### src/source/accel_pkg.sv
package accel_pkg;

   // One raw 12-bit two's-complement measurement
   typedef logic [11:0] sample_t;

   // FIFO entry layout: [15:14] axis tag, [13:0] sign-extended value
   typedef logic [15:0] fifo_word_t;

   typedef logic [1:0] axis_tag_t;

   localparam axis_tag_t TAG_X    = 2'd0;
   localparam axis_tag_t TAG_Y    = 2'd1;
   localparam axis_tag_t TAG_Z    = 2'd2;
   localparam axis_tag_t TAG_TEMP = 2'd3;

   // FIFO operating modes
   typedef logic [1:0] fifo_mode_t;

   localparam fifo_mode_t MODE_OFF     = 2'd0;
   localparam fifo_mode_t MODE_OLDEST  = 2'd1;
   localparam fifo_mode_t MODE_STREAM  = 2'd2;
   // Trigger mode is handled like stream here
   localparam fifo_mode_t MODE_TRIGGER = 2'd3;

   // Word storage, kept a power of two so pointers wrap on their own
   localparam int FIFO_DEPTH = 32;
   localparam int PTR_W      = $clog2(FIFO_DEPTH);

   // Must hold the value FIFO_DEPTH itself
   localparam int COUNT_W    = $clog2(FIFO_DEPTH + 1);

   typedef logic [COUNT_W-1:0] fifo_count_t;

endpackage
### src/source/accel_fifo_top.sv
`timescale 1ns/1ps

module accel_fifo_top (
   input  logic                   clk_sys,
   input  logic                   reset,
   input  logic                   odr,
   input  accel_pkg::sample_t     x_in,
   input  accel_pkg::sample_t     y_in,
   input  accel_pkg::sample_t     z_in,
   input  accel_pkg::sample_t     temp_in,
   input  accel_pkg::fifo_mode_t  fifo_mode,
   input  logic                   fifo_temp,
   input  accel_pkg::fifo_count_t watermark_level,
   output logic                   rd_valid,
   input  logic                   rd_ready,
   output accel_pkg::fifo_word_t  rd_data,
   output accel_pkg::fifo_count_t entries,
   output logic                   watermark,
   output logic                   overrun
);

   import accel_pkg::*;

   // Capture to packer
   logic       smp_valid;
   logic       smp_ready;
   sample_t    smp_x;
   sample_t    smp_y;
   sample_t    smp_z;
   sample_t    smp_temp;

   // Packer to FIFO
   logic       wr_valid;
   logic       wr_ready;
   fifo_word_t wr_data;

   odr_capture i_odr_capture (
      .clk_sys   (clk_sys),
      .reset     (reset),
      .odr       (odr),
      .x_in      (x_in),
      .y_in      (y_in),
      .z_in      (z_in),
      .temp_in   (temp_in),
      .smp_valid (smp_valid),
      .smp_ready (smp_ready),
      .smp_x     (smp_x),
      .smp_y     (smp_y),
      .smp_z     (smp_z),
      .smp_temp  (smp_temp)
   );

   sample_packer i_sample_packer (
      .clk_sys   (clk_sys),
      .reset     (reset),
      .fifo_mode (fifo_mode),
      .fifo_temp (fifo_temp),
      .smp_valid (smp_valid),
      .smp_ready (smp_ready),
      .smp_x     (smp_x),
      .smp_y     (smp_y),
      .smp_z     (smp_z),
      .smp_temp  (smp_temp),
      .wr_valid  (wr_valid),
      .wr_ready  (wr_ready),
      .wr_data   (wr_data)
   );

   sample_fifo i_sample_fifo (
      .clk_sys         (clk_sys),
      .reset           (reset),
      .fifo_mode       (fifo_mode),
      .watermark_level (watermark_level),
      .wr_valid        (wr_valid),
      .wr_ready        (wr_ready),
      .wr_data         (wr_data),
      .rd_valid        (rd_valid),
      .rd_ready        (rd_ready),
      .rd_data         (rd_data),
      .entries         (entries),
      .watermark       (watermark),
      .overrun         (overrun)
   );

endmodule

### src/source/sample_fifo.sv
`timescale 1ns/1ps

module sample_fifo (
   input  logic                   clk_sys,
   input  logic                   reset,
   input  accel_pkg::fifo_mode_t  fifo_mode,
   input  accel_pkg::fifo_count_t watermark_level,
   input  logic                   wr_valid,
   output logic                   wr_ready,
   input  accel_pkg::fifo_word_t  wr_data,
   output logic                   rd_valid,
   input  logic                   rd_ready,
   output accel_pkg::fifo_word_t  rd_data,
   output accel_pkg::fifo_count_t entries,
   output logic                   watermark,
   output logic                   overrun
);

   import accel_pkg::*;

   fifo_word_t       mem [FIFO_DEPTH];

   logic [PTR_W-1:0] wr_ptr;
   logic [PTR_W-1:0] rd_ptr;
   fifo_count_t      count;
   fifo_count_t      count_next;

   logic             is_stream;
   logic             full;
   logic             wr_fire;
   logic             rd_fire;
   logic             overflow;
   logic             drop_old;
   logic             do_write;
   logic             do_read;

   assign is_stream = (fifo_mode == MODE_STREAM) || (fifo_mode == MODE_TRIGGER);
   assign full      = (count == fifo_count_t'(FIFO_DEPTH));

   // Always accepting unless off, full policy decides the outcome
   assign wr_ready  = (fifo_mode != MODE_OFF);
   assign wr_fire   = wr_valid && wr_ready;

   assign rd_valid  = (count != '0);
   assign rd_data   = mem[rd_ptr];
   assign rd_fire   = rd_valid && rd_ready;

   // Full with no read in the same cycle to make room
   assign overflow  = wr_fire && full && !rd_fire;

   // Stream mode evicts the oldest entry, oldest mode drops the new word
   assign drop_old  = overflow && is_stream;
   assign do_write  = wr_fire && (!overflow || is_stream);
   assign do_read   = rd_fire || drop_old;

   always_comb begin
      count_next = count;
      case ({do_write, do_read})
         2'b10:   count_next = count + 1'b1;
         2'b01:   count_next = count - 1'b1;
         default: count_next = count;
      endcase
   end

   always_ff @(posedge clk_sys) begin
      if (do_write) begin
         mem[wr_ptr] <= wr_data;
      end
   end

   always_ff @(posedge clk_sys) begin
      if (reset) begin
         wr_ptr <= '0;
         rd_ptr <= '0;
         count  <= '0;
      end else begin
         if (do_write) begin
            wr_ptr <= wr_ptr + 1'b1;
         end
         if (do_read) begin
            rd_ptr <= rd_ptr + 1'b1;
         end
         count <= count_next;
      end
   end

   // Flags
   always_ff @(posedge clk_sys) begin
      if (reset) begin
         watermark <= 1'b0;
         overrun   <= 1'b0;
      end else begin
         watermark <= (watermark_level != '0) && (count_next >= watermark_level);
         if (overflow) begin
            overrun <= 1'b1;
         end
      end
   end

   assign entries = count;

endmodule

### src/source/sample_packer.sv
`timescale 1ns/1ps

module sample_packer (
   input  logic                   clk_sys,
   input  logic                   reset,
   input  accel_pkg::fifo_mode_t  fifo_mode,
   input  logic                   fifo_temp,
   input  logic                   smp_valid,
   output logic                   smp_ready,
   input  accel_pkg::sample_t     smp_x,
   input  accel_pkg::sample_t     smp_y,
   input  accel_pkg::sample_t     smp_z,
   input  accel_pkg::sample_t     smp_temp,
   output logic                   wr_valid,
   input  logic                   wr_ready,
   output accel_pkg::fifo_word_t  wr_data
);

   import accel_pkg::*;

   typedef enum logic [2:0] {
      st_idle,
      st_emit_x,
      st_emit_y,
      st_emit_z,
      st_emit_temp
   } state_t;

   state_t  state;
   state_t  state_next;

   sample_t lat_x;
   sample_t lat_y;
   sample_t lat_z;
   sample_t lat_temp;
   logic    lat_temp_en;

   logic    accept;
   logic    word_done;

   // Tag on top, then bit 11 copied twice ahead of the raw value
   function automatic fifo_word_t make_word(axis_tag_t tag, sample_t value);
      return {tag, value[11], value[11], value};
   endfunction

   // Off mode swallows samples so the capture stage never stalls
   assign smp_ready = (state == st_idle) || (fifo_mode == MODE_OFF);
   assign accept    = (state == st_idle) && smp_valid && (fifo_mode != MODE_OFF);
   assign wr_valid  = (state != st_idle);
   assign word_done = wr_valid && wr_ready;

   always_comb begin
      state_next = state;
      case (state)
         st_idle: begin
            if (accept) begin
               state_next = st_emit_x;
            end
         end
         st_emit_x: begin
            if (word_done) begin
               state_next = st_emit_y;
            end
         end
         st_emit_y: begin
            if (word_done) begin
               state_next = st_emit_z;
            end
         end
         st_emit_z: begin
            if (word_done) begin
               state_next = lat_temp_en ? st_emit_temp : st_idle;
            end
         end
         st_emit_temp: begin
            if (word_done) begin
               state_next = st_idle;
            end
         end
         default: begin
            state_next = st_idle;
         end
      endcase
   end

   always_ff @(posedge clk_sys) begin
      if (reset) begin
         state <= st_idle;
      end else begin
         state <= state_next;
      end
   end

   // Sample and temp enable frozen for the whole word sequence
   always_ff @(posedge clk_sys) begin
      if (accept) begin
         lat_x       <= smp_x;
         lat_y       <= smp_y;
         lat_z       <= smp_z;
         lat_temp    <= smp_temp;
         lat_temp_en <= fifo_temp;
      end
   end

   always_comb begin
      case (state)
         st_emit_x:    wr_data = make_word(TAG_X, lat_x);
         st_emit_y:    wr_data = make_word(TAG_Y, lat_y);
         st_emit_z:    wr_data = make_word(TAG_Z, lat_z);
         st_emit_temp: wr_data = make_word(TAG_TEMP, lat_temp);
         default:      wr_data = '0;
      endcase
   end

endmodule

### src/source/odr_capture.sv
`timescale 1ns/1ps

module odr_capture (
   input  logic               clk_sys,
   input  logic               reset,
   input  logic               odr,
   input  accel_pkg::sample_t x_in,
   input  accel_pkg::sample_t y_in,
   input  accel_pkg::sample_t z_in,
   input  accel_pkg::sample_t temp_in,
   output logic               smp_valid,
   input  logic               smp_ready,
   output accel_pkg::sample_t smp_x,
   output accel_pkg::sample_t smp_y,
   output accel_pkg::sample_t smp_z,
   output accel_pkg::sample_t smp_temp
);

   logic odr_meta;
   logic odr_sync;
   logic odr_prev;
   logic odr_tick;

   // Two-flop synchronizer plus one delayed copy for edge detection
   always_ff @(posedge clk_sys) begin
      if (reset) begin
         odr_meta <= 1'b0;
         odr_sync <= 1'b0;
         odr_prev <= 1'b0;
      end else begin
         odr_meta <= odr;
         odr_sync <= odr_meta;
         odr_prev <= odr_sync;
      end
   end

   // Single-cycle pulse on a synchronized rising edge
   assign odr_tick = odr_sync & ~odr_prev;

   // A fresh tick wins over a pending transfer
   always_ff @(posedge clk_sys) begin
      if (reset) begin
         smp_valid <= 1'b0;
      end else if (odr_tick) begin
         smp_valid <= 1'b1;
      end else if (smp_ready) begin
         smp_valid <= 1'b0;
      end
   end

   // Newest sample overwrites one not yet taken
   always_ff @(posedge clk_sys) begin
      if (odr_tick) begin
         smp_x    <= x_in;
         smp_y    <= y_in;
         smp_z    <= z_in;
         smp_temp <= temp_in;
      end
   end

endmodule

### config.mk
export PLATFORM = sky130hd
export DESIGN_NAME = accel_fifo_top
export DESIGN_NICKNAME = d
export VERILOG_FILES = /design/src/source/accel_pkg.sv /design/src/source/accel_fifo_top.sv /design/src/source/sample_fifo.sv /design/src/source/sample_packer.sv /design/src/source/odr_capture.sv
export SDC_FILE = /design/constraint.sdc
export NUM_CORES = 1
export LEC_CHECK = 0
export ABC_CLOCK_PERIOD_IN_PS = 9400
export BUFFER_PORTS_ARGS = -buffer_cell sky130_fd_sc_hd__buf_4
export CORE_MARGIN = 4
export CORE_UTILIZATION = 64
export CTS_BUF_LIST = sky130_fd_sc_hd__clkbuf_8
export CTS_CLUSTER_SIZE = 40
export DETAILED_ROUTE_END_ITERATION = 10
export GPL_ROUTABILITY_DRIVEN = 0
export PLACE_DENSITY = 0.83
export SLEW_MARGIN = 20
export SYNTH_ARGS = -nofsm -noshare
export SYNTH_HDL_FRONTEND = slang
export SYNTH_SLANG_ARGS = --single-unit
### constraint.sdc
create_clock -name clk_sys -period 9.4 [get_ports clk_sys]
set_clock_uncertainty 0.05 [all_clocks]
set_input_delay 1.88 -clock clk_sys [delete_from_list [all_inputs] [get_ports clk_sys]]
set_output_delay 1.88 -clock clk_sys [all_outputs]
set_load 0.03 [all_outputs]
Word-level counts from Yosys, hierarchy flattened

Memory sizes are Yosys's and may differ from the RTL's. A register that Yosys moved wholly into a read port is not among the register bits.
Cells that the tools add are included.
Widths: inputs -> output; s select.

Register bits after elaboration: 122
RAM bits: 512
Input bits: 61
Output and inout bits: 25
Logic and storage cells: 79
Memories: 1

Add/subtract/negate cells: 4
Order comparisons: 1
Equality and inequality tests: 14
Muxes and demuxes: 15
Bitwise operators: 2
Reductions and logical operators: 23

Memory list:

| memory            | depth | bits a word | read ports | clocked after Yosys merged registers in | write ports | line              | source |
|---|---|---|---|---|---|---|---|
| i_sample_fifo.mem | 32    | 16          | 1          | 1                                       | 1           | sample_fifo.sv:21 | `fifo_word_t mem [FIFO_DEPTH];` |

Operators by type and width:

| operator            | count |
|---|---|
| $pmux 16 s4         | 1 |
| $mux 3              | 6 |
| $pmux 3 s5          | 1 |
| $pmux 6 s2          | 1 |
| $reduce_bool 6->1   | 2 |
| $add 5x1->5 const B | 2 |
| $mux 5              | 2 |
| $ne 2x1->1 const B  | 5 |
| $logic_and 1x1->1   | 9 |
| $add 6x1->6 const B | 1 |
| $eq 2x2->1 const B  | 3 |
| $eq 3x2->1 const B  | 2 |
| $eq 6x6->1 const B  | 1 |
| $ge 6x6->1          | 1 |
| $sub 6x1->6 const B | 1 |
| $reduce_and 5->1    | 1 |
| $logic_or 1x1->1    | 4 |
| $mux 1              | 4 |
| $reduce_bool 2->1   | 2 |
| $eq 3x1->1 const B  | 1 |
| $eq 3x3->1 const B  | 1 |
| $logic_not 3->1     | 1 |
| $reduce_bool 3->1   | 1 |
| $eq 2x1->1 const B  | 1 |
| 4 further kinds     | 5 |

Depth between registers and ports, before layout

Depth in word-level cells: 11
Depth in mapped cells: 14
Depth with buffers taken out: 13

Hierarchy

Synthesis repeated with hierarchy kept, for this count alone.

Cell total of the unflattened synthesis: 1103
Area, all modules: 24459.7 um2

Modules (own cells, without submodules):

| module        | times used | cells each | area an instance (um2) | sequential area each (um2) |
|---|---|---|---|---|
| sample_fifo   | 1          | 927        | 20860.0                | 15835.2 |
| sample_packer | 1          | 118        | 2029.4                 | 1531.5 |
| odr_capture   | 1          | 58         | 1570.3                 | 1521.5 |

Worst setup path before layout

OpenSTA, ideal clock, no wires.

Path kind: in2reg
Start point: input port fifo_mode[0]
End point: register i_sample_packer.lat_temp[0], enable pin
Setup time: 0.577 ns
Data arrival time: 6.613 ns
Data required time: 8.773 ns
Path slack: 2.160 ns
Stages on the path: 2
Path buffers: 0
Path through: o21ai_0 -> nor4_1

Cells in the longest elaborated chain, start to end: 2

Ends and longest elaborated chain:

| what                             | line                 | source |
|---|---|---|
| start: declaration               | accel_fifo_top.sv:11 | `input accel_pkg::fifo_mode_t fifo_mode,` |
| $reduce_bool 2->1                | sample_packer.sv:48  | `assign accept = (state == st_idle) && smp_valid && (fifo_mode != MODE_OFF);` |
| $logic_and 1x1->1                | sample_packer.sv:48  |  |
| named net i_sample_packer.accept | sample_packer.sv:38  | `logic accept;` |
| end signal: assignment           | sample_packer.sv:100 | `lat_temp <= smp_temp;` |
| end: declaration                 | sample_packer.sv:35  | `sample_t lat_temp;` |

The timed path passes the listed nets, and every way through them passes these cells.
A chain may end at the register's enable or synchronous reset.

==> key figures <==
Final layout
  • Register area: 0.0170 mm²
  • Multi-input gate area: 0.00500 mm²
  • Commonest non-fill, non-tap cell in the layout: edfxtp_1
  • Share of cells above drive strength 1: 34.4%
  • Most frequent cells in the layout: edfxtp_1 (545), mux4_2 (135), buf_4 (92)
  • Nets@finish: 1208
  • Layout overhead on the synthesized area: 13.3%
  • Fillers: 1762

Worst setup path
  • Endpoint class of the critical path: primary output
  • Crit path DAT: 3.76 ns
  • CP Class: reg2out
  • Worst path slowest cell: buf_4
  • Worst EP required: 7.47 ns
  • Reg2Reg Depth: 12
  • Critical path's largest stage delay: 0.84 ns
  • CP startpoint kind: flop
  • Ordered cell list for the critical path: buf_4, mux4_2, mux4_2, mux2_2, buf_4
  • Crit-path max FO: 64

Pwr
  • Static leakage: 7.94 nW
  • Net Sw Frac: 24.7%
  • Seq pwr share: 51.2%
  • Clk network pwr share: 33.6%
  • Net Sw Power: 1.38 mW
  • Int Pwr: 4.23 mW
  • Total Power: 5.61 mW
  • Gate power share: 15.3%
  • Pwr Density: 225 mW/mm²
  • Maximum vdd drop: 0.208 mV

CTS
  • Post-CTS sizing: 0
  • CTS Buffer Depth: 3
  • TritonCTS clock tree: built
  • Clk Latency, worst-skew pair: 0.64 ns
  • CTS Buf Count: 87
  • CTS sink cnt: 575
  • Hold-fix buffers, CTS: 0
  • Post-CTS setup buffer count: 0
  • Root buf cell: clkbuf_8
  • H-tree Lvls: 3
  • CTS clk-pin slew, worst paths: 0.06 ns

Global route
  • First-pass GRT wire length: 68.5 mm
  • Vias in the first global route: 10888
  • Pin count of the biggest net entering global routing: 113
  • Total GRT Usage: 24.8%
  • Gr busiest metal: met2
  • GR Util met3: 5.57%
  • Met2 Use GR: 41.9%
  • Grt ovf: 0
  • Antenna violations before repair: 1
  • Met1 GRT Util: 33.2%

Synth
  • Syn. warnings: 0
  • Primary FF master, synth: edfxtp_1
  • Flops & latches, synth: 575
  • EDFF count, synth: 545
  • Syn_area_per_cell: 22.0 µm²
  • Synthesized Nets: 1075
  • Ys async rst share: 0%
  • Post-synthesis instance total: 998
  • Post-synthesis cell type count: 50
  • Seq/Total Area, Yosys: 77.2%
  • Mapped Area: 0.0220 mm²

Placed design
  • Number of port buffers: 85
  • Final HPWL DP: 25.8 mm

Run
  • Max-Cap Viols: 0

Timing
  • Hold Fails Final Rpt: 0
  • Minimum clock period: 5.69 ns
  • Unrepaired setup endpoints after global routing: false
  • Hold Slack: 0.357 ns
  • Final setup fails: 0
  • Fmax: 176 MHz
  • Period utilisation layout: 60.5%
  • Worst slew pin tran: 1.16 ns
  • Relative slew slack: 22.5%
  • Setup TNS after final layout: 0 ns
  • Slew Viols, Final: 0

Die
  • Die Area: 0.0374 mm²
  • Core ar.: 0.0337 mm²
  • Starting Density: 65.2%
  • Die Ht: 193 µm
  • Die extent in x: 193 µm
  • FP Rows: 67
  • Top-Level Pins: 86

Outcome
  • Outcome: completed

Route
  • Routed vias/inst: 6.37
  • Antenna viol nets, final: 0
  • Wire per inst: 27.5 µm
  • Via total after detailed routing: 10484
  • Total Wirelength: 45.3 mm
  • Drt initial violations: 1345
  • # DRC: 0
  • Pre-antenna DRT Iters: 5

Worst hold path
  • Hold Path Depth: 0
  • Hold Path Class: reg2reg
## cell usage after synthesis, drive strengths merged (2+ instances only)
master	n	area, µm²
a21o	3	22.5
a21oi	15	78.8
a22oi	12	90.1
a31oi	2	12.5
buf	24	158
clkbuf	25	95.1
dfxtp	30	601
edfxtp	545	16400
ha	15	188
inv	12	45.0
mux2	17	191
mux2i	13	130
mux4	140	3170
nand2	12	45.0
nand2b	2	12.5
nand3	2	10.0
nand3b	3	22.5
nand4	4	25.0
nor2	51	191
nor2b	11	68.8
nor3	4	20.0
nor4	3	18.8
o21ai	9	45.0
o22ai	12	75.1
o31ai	2	15.0
or2	2	12.5
or3b	2	17.5
xnor2	4	35.0
xor2	8	70.1
## worst paths after layout
path,from,endpoint,slack (ns)
worst max-delay path,flop,rd_data[6],3.71
worst min-delay path,i_odr_capture.smp_y[9],i_sample_packer.lat_y[9],0.36
worst max register to register,i_sample_packer.state[1],i_sample_fifo.watermark,5.47
worst min register to register,i_odr_capture.smp_y[9],i_sample_packer.lat_y[9],0.36
## logic make-up (layout without fill, tap and decap cells)
kind of cell	count (synthesis)	in the layout	synth area share, %
flip-flops	575	575	77.2
multiplexers	170	170	15.9
AND/OR/NAND/NOR	101	101	2.18
AO/OA/AOI/OAI	63	63	1.91
buffers and inverters	61	259	1.36
adder cells (fa/ha/maj)	16	16	0.945
XOR/XNOR	12	12	0.478
other	0	1	0
## power groups by stage
stage                     Combinational (mW)  Sequential [mW]  Clock, mW
after detailed placement               0.856             2.93          0
after global routing                   0.924             2.88       2.05
final                                  0.856             2.87       1.88
after CTS                              0.862             2.87       1.91
after floorplan                        0.659             2.91          0
after global placement                 0.834             2.92          0
## final cells by class
type | instances | area share (%)
antenna | 1 | 0.0101
clock buffer | 91 | 5.03
clock inverter | 63 | 1.39
inverter | 12 | 0.181
multi-input combinational | 362 | 20.1
sequential | 575 | 68.2
tap | 448 | 2.25
timing repair buffer | 93 | 2.86
## flip-flops by register name, summed over array words and instances (netlist names), named ones only
register,cells
i_sample_fifo.watermark,1
i_sample_packer.lat_y,12
i_sample_packer.lat_z,12
i_odr_capture.smp_z,12
i_odr_capture.smp_temp,12
i_odr_capture.odr_sync,1
i_sample_packer.lat_temp_en,1
i_odr_capture.smp_y,12
i_sample_fifo.rd_ptr,5
i_odr_capture.odr_meta,1
i_sample_fifo.entries,6
i_sample_fifo.wr_ptr,5
i_sample_fifo.mem,448
i_odr_capture.odr_prev,1
i_sample_packer.lat_temp,12
i_odr_capture.smp_valid,1
i_odr_capture.smp_x,12
i_sample_packer.lat_x,12
i_sample_fifo.overrun,1
i_sample_packer.state,3
## metal layers
metal / vias to the layer above / wire (µm)
li1: 4442 / -
met1: 5387 / 16100
met2: 550 / 23800
met3: 105 / 4120
met4: 0 / 1280
met5: - / 0
## through the flow
stage          setup WS (ns)  util, %  instance area [µm²]  cells
6_report                3.71     73.9                24900   1645
5_1_grt                 3.58     73.9                24900   1644
4_1_cts                 3.66     73.6                24800   1644
3_5_place_dp            4.35     68.8                23200   1490
3_3_place_gp            4.37     68.7                23200   1490
2_1_floorplan           2.16        -                22000    998
## critical path: cells and delay by family, from the launching register on
family / cells / cell delay [ns]
flops: 1 / 0.80
buf+inv: 2 / 1.01
mux: 3 / 1.24
(Power assumes the default switching activity.)
